### config.mk
export PLATFORM = sky130hd
export DESIGN_NAME = dcache_miss_ctrl_flat
export DESIGN_NICKNAME = d
export VERILOG_FILES = /design/src/hdl/dcache_pkg.sv /design/src/hdl/way_ram_if.sv /design/src/hdl/dcache_miss_ctrl.sv /design/src/flat_wrapper.sv
export SDC_FILE = /design/constraint.sdc
export NUM_CORES = 1
export LEC_CHECK = 0
export ABC_AREA = 1
export BUFFER_PORTS_ARGS = -buffer_cell sky130_fd_sc_hd__buf_2
export CORE_AREA = 2 2 331 333
export DETAILED_ROUTE_END_ITERATION = 10
export DIE_AREA = 0 0 333 335
export PLACE_DENSITY = 0.3
export SLEW_MARGIN = 30
export SYNTH_ARGS = -nofsm -noshare
export SYNTH_HDL_FRONTEND = slang
export SYNTH_SLANG_ARGS = --single-unit
### constraint.sdc
create_clock -name clk -period 3.8 [get_ports clk]
set_input_delay 0.57 -clock clk [delete_from_list [all_inputs] [get_ports clk]]
set_output_delay 0.57 -clock clk [all_outputs]
set_load 0.05 [all_outputs]
### src/hdl/dcache_pkg.sv
`default_nettype none

package dcache_pkg;

    localparam int ADDR_W = 32;
    localparam int WORD_W = 32;
    localparam int LINE_W = 128;
    localparam int NWAY = 2;
    localparam int NSET = 64;

    localparam int OFFSET_W = $clog2(LINE_W / 8);
    localparam int INDEX_W = $clog2(NSET);
    localparam int TAG_W = ADDR_W - INDEX_W - OFFSET_W;
    localparam int WORDS_PER_LINE = LINE_W / WORD_W;
    localparam int LINE_BYTES = LINE_W / 8;

    typedef logic [ADDR_W-1:0] addr_t;
    typedef logic [WORD_W-1:0] word_t;
    typedef logic [LINE_W-1:0] line_t;
    typedef logic [INDEX_W-1:0] index_t;
    typedef logic [TAG_W-1:0] tag_t;

    typedef struct packed {
        logic dirty;
        logic valid;
        tag_t tag;
    } tag_entry_t;

    // same codes as the memory bus size field
    typedef enum logic [2:0] {
        SIZE_BYTE = 3'b000,
        SIZE_HALF = 3'b001,
        SIZE_WORD = 3'b010,
        SIZE_LINE = 3'b100
    } mem_size_e;

    typedef enum logic [1:0] {
        MISS_CACHED,
        MISS_UNC_RD,
        MISS_UNC_WR
    } miss_kind_e;

    typedef enum logic [3:0] {
        IDLE,
        WB_REQ,
        WB_WAIT,
        FILL_REQ,
        FILL_WAIT,
        UNC_RD_REQ,
        UNC_RD_WAIT,
        UNC_WR_REQ,
        UNC_WR_WAIT
    } ctrl_state_e;

    // strobed bytes of wdata replace the addressed word of the line
    function automatic line_t merge_store(
        input line_t                               line,
        input logic [$clog2(WORDS_PER_LINE)-1:0]   word_off,
        input logic [3:0]                          wstrb,
        input word_t                               wdata
    );
        line_t merged;
        merged = line;
        for (int b = 0; b < WORD_W / 8; b++) begin
            if (wstrb[b]) begin
                merged[word_off * WORD_W + b * 8 +: 8] = wdata[b * 8 +: 8];
            end
        end
        return merged;
    endfunction

endpackage

`default_nettype wire

### src/hdl/way_ram_if.sv
`timescale 1ns/1ps
`default_nettype none


// hand-off between the lookup pipeline and the miss controller
interface miss_if;
    import dcache_pkg::*;

    logic                          miss_start;
    miss_kind_e                    miss_kind;
    addr_t                         addr;
    mem_size_e                     size;
    logic [3:0]                    wstrb;
    word_t                         wdata;
    tag_entry_t [NWAY-1:0]         way_ent;
    line_t [NWAY-1:0]              way_line;

    logic                          fill_valid;
    logic [$clog2(NWAY)-1:0]       fill_way;
    line_t                         fill_line;
    logic                          done;
    word_t                         rdata;

    modport lookup (
        output miss_start, miss_kind, addr, size, wstrb, wdata, way_ent, way_line,
        input  fill_valid, fill_way, fill_line, done, rdata
    );

    modport miss_ctrl (
        input  miss_start, miss_kind, addr, size, wstrb, wdata, way_ent, way_line,
        output fill_valid, fill_way, fill_line, done, rdata
    );
endinterface

`default_nettype wire

### src/hdl/dcache_miss_ctrl.sv
`timescale 1ns/1ps
`default_nettype none

module dcache_miss_ctrl (
    input  logic                   clk,
    input  logic                   rst,
    miss_if.miss_ctrl              miss,
    output logic                   mem_req_o,
    output logic                   mem_we_o,
    output dcache_pkg::addr_t      mem_addr_o,
    output dcache_pkg::mem_size_e  mem_size_o,
    output dcache_pkg::line_t      mem_wdata_o,
    output logic [15:0]            mem_wstrb_o,
    input  logic                   mem_rdy_i,
    input  logic                   mem_rvalid_i,
    input  logic                   mem_bvalid_i,
    input  dcache_pkg::line_t      mem_rdata_i
);
    import dcache_pkg::*;

    ctrl_state_e  state;
    ctrl_state_e  next_state;
    logic [15:0]  lfsr;
    logic         victim;
    logic         vsel;
    tag_entry_t   victim_ent;
    index_t       index;
    logic [1:0]   word_off;
    line_t        merged_line;

    assign index = miss.addr[OFFSET_W +: INDEX_W];
    assign word_off = miss.addr[OFFSET_W-1:2];

    // victim comes straight from the lfsr in the start cycle
    assign vsel = (state == IDLE) ? lfsr[0] : victim;
    assign victim_ent = miss.way_ent[vsel];
    assign merged_line = merge_store(mem_rdata_i, word_off, miss.wstrb, miss.wdata);

    // x^16 + x^14 + x^13 + x^11
    always_ff @(posedge clk) begin
        if (rst) begin
            lfsr <= 16'hace1;
        end else begin
            lfsr <= {lfsr[14:0], lfsr[15] ^ lfsr[13] ^ lfsr[12] ^ lfsr[10]};
        end
    end

    always_ff @(posedge clk) begin
        if (rst) begin
            state <= IDLE;
            victim <= 1'b0;
        end else begin
            state <= next_state;
            if (state == IDLE && miss.miss_start) begin
                victim <= lfsr[0];
            end
        end
    end

    always_comb begin
        next_state = state;
        case (state)
            IDLE: begin
                if (miss.miss_start) begin
                    case (miss.miss_kind)
                        MISS_UNC_RD: next_state = UNC_RD_REQ;
                        MISS_UNC_WR: next_state = UNC_WR_REQ;
                        default: begin
                            if (victim_ent.valid && victim_ent.dirty) begin
                                next_state = WB_REQ;
                            end else begin
                                next_state = FILL_REQ;
                            end
                        end
                    endcase
                end
            end
            WB_REQ: if (mem_rdy_i) next_state = WB_WAIT;
            WB_WAIT: if (mem_bvalid_i) next_state = FILL_REQ;
            FILL_REQ: if (mem_rdy_i) next_state = FILL_WAIT;
            FILL_WAIT: if (mem_rvalid_i) next_state = IDLE;
            UNC_RD_REQ: if (mem_rdy_i) next_state = UNC_RD_WAIT;
            UNC_RD_WAIT: if (mem_rvalid_i) next_state = IDLE;
            UNC_WR_REQ: if (mem_rdy_i) next_state = UNC_WR_WAIT;
            UNC_WR_WAIT: if (mem_bvalid_i) next_state = IDLE;
            default: next_state = IDLE;
        endcase
    end

    // a request only goes out in a cycle where the memory is ready
    always_comb begin
        mem_req_o = 1'b0;
        mem_we_o = 1'b0;
        mem_addr_o = '0;
        mem_size_o = SIZE_BYTE;
        mem_wdata_o = '0;
        mem_wstrb_o = '0;
        case (state)
            WB_REQ: begin
                mem_req_o = mem_rdy_i;
                mem_we_o = 1'b1;
                mem_addr_o = {victim_ent.tag, index, {OFFSET_W{1'b0}}};
                mem_size_o = SIZE_LINE;
                mem_wdata_o = miss.way_line[vsel];
                mem_wstrb_o = '1;
            end
            FILL_REQ: begin
                mem_req_o = mem_rdy_i;
                mem_addr_o = {miss.addr[ADDR_W-1:OFFSET_W], {OFFSET_W{1'b0}}};
                mem_size_o = SIZE_LINE;
            end
            UNC_RD_REQ: begin
                mem_req_o = mem_rdy_i;
                mem_addr_o = miss.addr;
                mem_size_o = miss.size;
            end
            UNC_WR_REQ: begin
                mem_req_o = mem_rdy_i;
                mem_we_o = 1'b1;
                mem_addr_o = miss.addr;
                mem_size_o = miss.size;
                mem_wdata_o = line_t'(miss.wdata) << (word_off * WORD_W);
                mem_wstrb_o = 16'(miss.wstrb) << (word_off * 4);
            end
            default: begin
            end
        endcase
    end

    assign miss.fill_way = victim;
    assign miss.fill_line = merged_line;
    assign miss.fill_valid = (state == FILL_WAIT) && mem_rvalid_i;
    assign miss.done = ((state == FILL_WAIT || state == UNC_RD_WAIT) && mem_rvalid_i)
                       || (state == UNC_WR_WAIT && mem_bvalid_i);
    assign miss.rdata = (state == FILL_WAIT) ? merged_line[word_off * WORD_W +: WORD_W]
                                             : mem_rdata_i[word_off * WORD_W +: WORD_W];

endmodule

`default_nettype wire

### src/flat_wrapper.sv
// flat-port wrapper written by rule: the top's interface ports become plain ports
module dcache_miss_ctrl_flat import dcache_pkg::*;
  (clk, rst, mem_req_o, mem_we_o, mem_addr_o, mem_size_o, mem_wdata_o, mem_wstrb_o, mem_rdy_i, mem_rvalid_i, mem_bvalid_i, mem_rdata_i, miss_miss_start, miss_miss_kind, miss_addr, miss_size, miss_wstrb, miss_wdata, miss_way_ent, miss_way_line, miss_fill_valid, miss_fill_way, miss_fill_line, miss_done, miss_rdata);
  miss_if miss_i ();
  input  logic clk;
  input  logic rst;
  output logic mem_req_o;
  output logic mem_we_o;
  output dcache_pkg::addr_t mem_addr_o;
  output dcache_pkg::mem_size_e mem_size_o;
  output dcache_pkg::line_t mem_wdata_o;
  output logic [15:0] mem_wstrb_o;
  input  logic mem_rdy_i;
  input  logic mem_rvalid_i;
  input  logic mem_bvalid_i;
  input  dcache_pkg::line_t mem_rdata_i;
  input wire logic [$bits(miss_i.miss_start)-1:0] miss_miss_start;
  input wire logic [$bits(miss_i.miss_kind)-1:0] miss_miss_kind;
  input wire logic [$bits(miss_i.addr)-1:0] miss_addr;
  input wire logic [$bits(miss_i.size)-1:0] miss_size;
  input wire logic [$bits(miss_i.wstrb)-1:0] miss_wstrb;
  input wire logic [$bits(miss_i.wdata)-1:0] miss_wdata;
  input wire logic [$bits(miss_i.way_ent)-1:0] miss_way_ent;
  input wire logic [$bits(miss_i.way_line)-1:0] miss_way_line;
  output wire logic [$bits(miss_i.fill_valid)-1:0] miss_fill_valid;
  output wire logic [$bits(miss_i.fill_way)-1:0] miss_fill_way;
  output wire logic [$bits(miss_i.fill_line)-1:0] miss_fill_line;
  output wire logic [$bits(miss_i.done)-1:0] miss_done;
  output wire logic [$bits(miss_i.rdata)-1:0] miss_rdata;
  assign miss_i.miss_start = miss_miss_start;
  assign miss_i.miss_kind = miss_miss_kind;
  assign miss_i.addr = miss_addr;
  assign miss_i.size = miss_size;
  assign miss_i.wstrb = miss_wstrb;
  assign miss_i.wdata = miss_wdata;
  assign miss_i.way_ent = miss_way_ent;
  assign miss_i.way_line = miss_way_line;
  assign miss_fill_valid = miss_i.fill_valid;
  assign miss_fill_way = miss_i.fill_way;
  assign miss_fill_line = miss_i.fill_line;
  assign miss_done = miss_i.done;
  assign miss_rdata = miss_i.rdata;
  dcache_miss_ctrl u_core (.clk(clk), .rst(rst), .miss(miss_i), .mem_req_o(mem_req_o), .mem_we_o(mem_we_o), .mem_addr_o(mem_addr_o), .mem_size_o(mem_size_o), .mem_wdata_o(mem_wdata_o), .mem_wstrb_o(mem_wstrb_o), .mem_rdy_i(mem_rdy_i), .mem_rvalid_i(mem_rvalid_i), .mem_bvalid_i(mem_bvalid_i), .mem_rdata_i(mem_rdata_i));
endmodule
==> results.json <==
{
  "synth_area_um2": 8020,
  "synth_top_area_share_pct": 18.4,
  "die_w_um": 333,
  "grt_util_met3_pct": 5.16,
  "io_pins": 855,
  "rows": 121,
  "rsz0062_at_grt": "false",
  "syn2layout_area_growth_pct": 105,
  "syn_inst": 1596,
  "drtAntennaViolNets": 0,
  "synth_top_cell_by_area": "o21ai_0",
  "crit_required_ns": 3.23,
  "drt-pass1-iter-count": 5,
  "synth_cell_types": 32,
  "core_area_um2": 108000,
  "grt_pass1_wl_um": 136000,
  "p_per_area_nw_per_um2": 626,
  "finish.instance_area_um2": 16400,
  "fin_skew_ns": 0.000898,
  "final.min_clock_period_ns": 3.63,
  "antenna_found_initial": 46,
  "crit_arrival_ns": 3.06,
  "cts_tree": "done",
  "cts_buffer_depth": 2,
  "slew_viol_final": 0,
  "cts_made_buffers": 3,
  "setup_viol": 0,
  "via_per_inst": 3.94,
  "met1_usage_pct": 21.4,
  "worstMarginPinSlew_ns": 0.819,
  "clkSinkCount": 21,
  "p_leak_nw": 7.85,
  "synth.area.top_cells": "o21ai_0, o22ai_1, nor2_1",
  "drt_iter0_markers": 1145,
  "grt_overflow": 0,
  "syn_nets": 2113,
  "vdd_drop_max_mv": 0.487,
  "syn_area_per_cell_um2": 5.02,
  "root_buffer": "clkbuf_16",
  "yosysSeqAreaShare_pct": 5.24,
  "outcome": "finished clean",
  "chipHeight_um": 335,
  "hpwlAfterDp_um": 90100,
  "grt_use_met2_pct": 31.7,
  "track_usage_pct": 17.7,
  "top_usage_layer": "met2",
  "final_nets": 2944,
  "routed_wl_um": 105000,
  "drive_gt1_share_pct": 45.0,
  "wl_per_cell_um": 27.2,
  "fmax_mhz": 276,
  "cap_viol_max_count": 0,
  "grt_max_degree": 98,
  "path_clk_slew_ns": 0.06,
  "setup_tns_ns": 0,
  "vias": 15200,
  "hold_path.class": "reg2reg",
  "gp_congestion": 0.845,
  "mostFrequentLayoutCell": "buf_2",
  "io_buffers": 854,
  "ys_ff_latch": 21,
  "hold_buffers": 0,
  "postPlaceCellArea_um2": 16300,
  "critPathKind": "in2out",
  "first_global_vias": 15100,
  "initial_utilization_pct": 7.42,
  "layout_common_cells": "buf_2, o21ai_0, nor2_1, nand2_1, inv_1",
  "cp-start-kind": "input port",
  "period_share_pct": 95.5,
  "drc_errors": 0,
  "cp-end-kind": "output pin",
  "die-area_um2": 112000,
  "yosysWarnings": 0,
  "slew_headroom_pct": 44.8,
  "hold_violations": 0,
  "dp_slack_ns": 0.0617,
  "crit_fanout": 6,
  "cts.htree.levels": 1,
  "clk_latency_ns": 0.25,
  "setup_slack_ns": 0.171
}
area by class of cell:
type / instances / area (um^2)
multi-input combinational: 1256 / 6900
clock buffer: 3 / 75.1
sequential: 21 / 420
timing repair buffer: 959 / 6490
clock inverter: 1 / 5.00
inverter: 186 / 717
antenna: 7 / 17.5
tap: 1414 / 1770
fill: 12900 / 91700
layer usage:
metal / share of wire [%] / wire [um]
met1: 41 / 42800
met2: 49 / 51400
met3: 8.3 / 8680
met4: 1.4 / 1420
met5: 0.18 / 192
where the power goes:
part	leakage [nW]	total [mW]	internal, mW	switching (mW)
clock network	0.0409	0.222	0.141	0.0808
logic	7.63	9.74	2.60	7.14
registers	0.175	0.295	0.254	0.0406
total	7.85	10.3	2.99	7.26
path summary, 6_finish.rpt:
path / slack [ns] / depth (start not counted) / end / startpoint
worst max-delay path: 0.17 / 12 / miss_rdata[29] / miss_addr[3]
worst min-delay path: 0.40 / 2 / u_core.lfsr[8]$_SDFF_PP0_ / u_core.lfsr[7]$_SDFF_PP1_
worst max register to register: 2.19 / 10 / u_core.state[2]$_SDFFE_PP0P_ / u_core.state[2]$_SDFFE_PP0P_
worst min register to register: 0.40 / 2 / u_core.lfsr[8]$_SDFF_PP0_ / u_core.lfsr[7]$_SDFF_PP1_
critical path, cell delays in order:
cell     delay (ns)
buf_4          0.15
inv_2          0.09
ha_1           0.33
nand2_1        0.27
nor2_2         0.32
inv_1          0.17
o22ai_1        0.28
o21ai_0        0.15
nand2_1        0.18
nand2_1        0.20
nand2_1        0.19
buf_12         0.15
cell usage after synthesis:
cell type	instances
clkbuf_1	60
o211ai_1	1
nand3_1	53
xnor2_1	1
a21oi_2	10
a31oi_1	1
inv_1	173
nor3_1	3
dfxtp_1	21
o21ai_0	295
o31ai_1	4
o21a_1	16
nand2_1	195
a21oi_1	116
or2_2	7
a22oi_1	3
buf_2	36
buf_6	14
nor2_1	225
nand2_2	3
xor2_1	1
clkinv_1	7
and2_1	7
buf_4	5
nor2_4	2
ha_1	6
inv_2	6
nand4_1	8
nor2_2	3
buf_1	18
o21ai_1	80
o22ai_1	216
through the flow:
stage / power [mW] / cells / hold slack (ns) / utilization, %
after detailed placement: 10.1 / 3836 / 0.393 / 15.1
after CTS: 10.4 / 3840 / 0.406 / 15.1
after floorplan: 6.49 / 1596 / 0.388 / -
final: 10.3 / 3847 / 0.403 / 15.2
after global placement: 10.2 / 3836 / 0.390 / 15.1
after global routing: 10.9 / 3842 / 0.419 / 15.2
cells by family after synthesis:
| family | share of synthesized area [%] |
|---|---|
| AO/OA/AOI/OAI | 50.9 |
| AND/OR/NAND/NOR | 25.6 |
| flip-flops | 5.24 |
| XOR/XNOR | 0.219 |
| adder cells (fa/ha/maj) | 0.936 |
| buffers and inverters | 17.0 |
state kept, by name (all words and copies together), names as in the netlist:
register,flops
u_core.lfsr,16
u_core.state,4
u_core.miss.fill_way,1
repair_timing:
item	CTS	global route
resized for setup	0	3
setup buffers	0	0
endpoints found under the setup margin	0	3
hold endpoints to repair	0	0
Power figures use the tool's default switching activity.
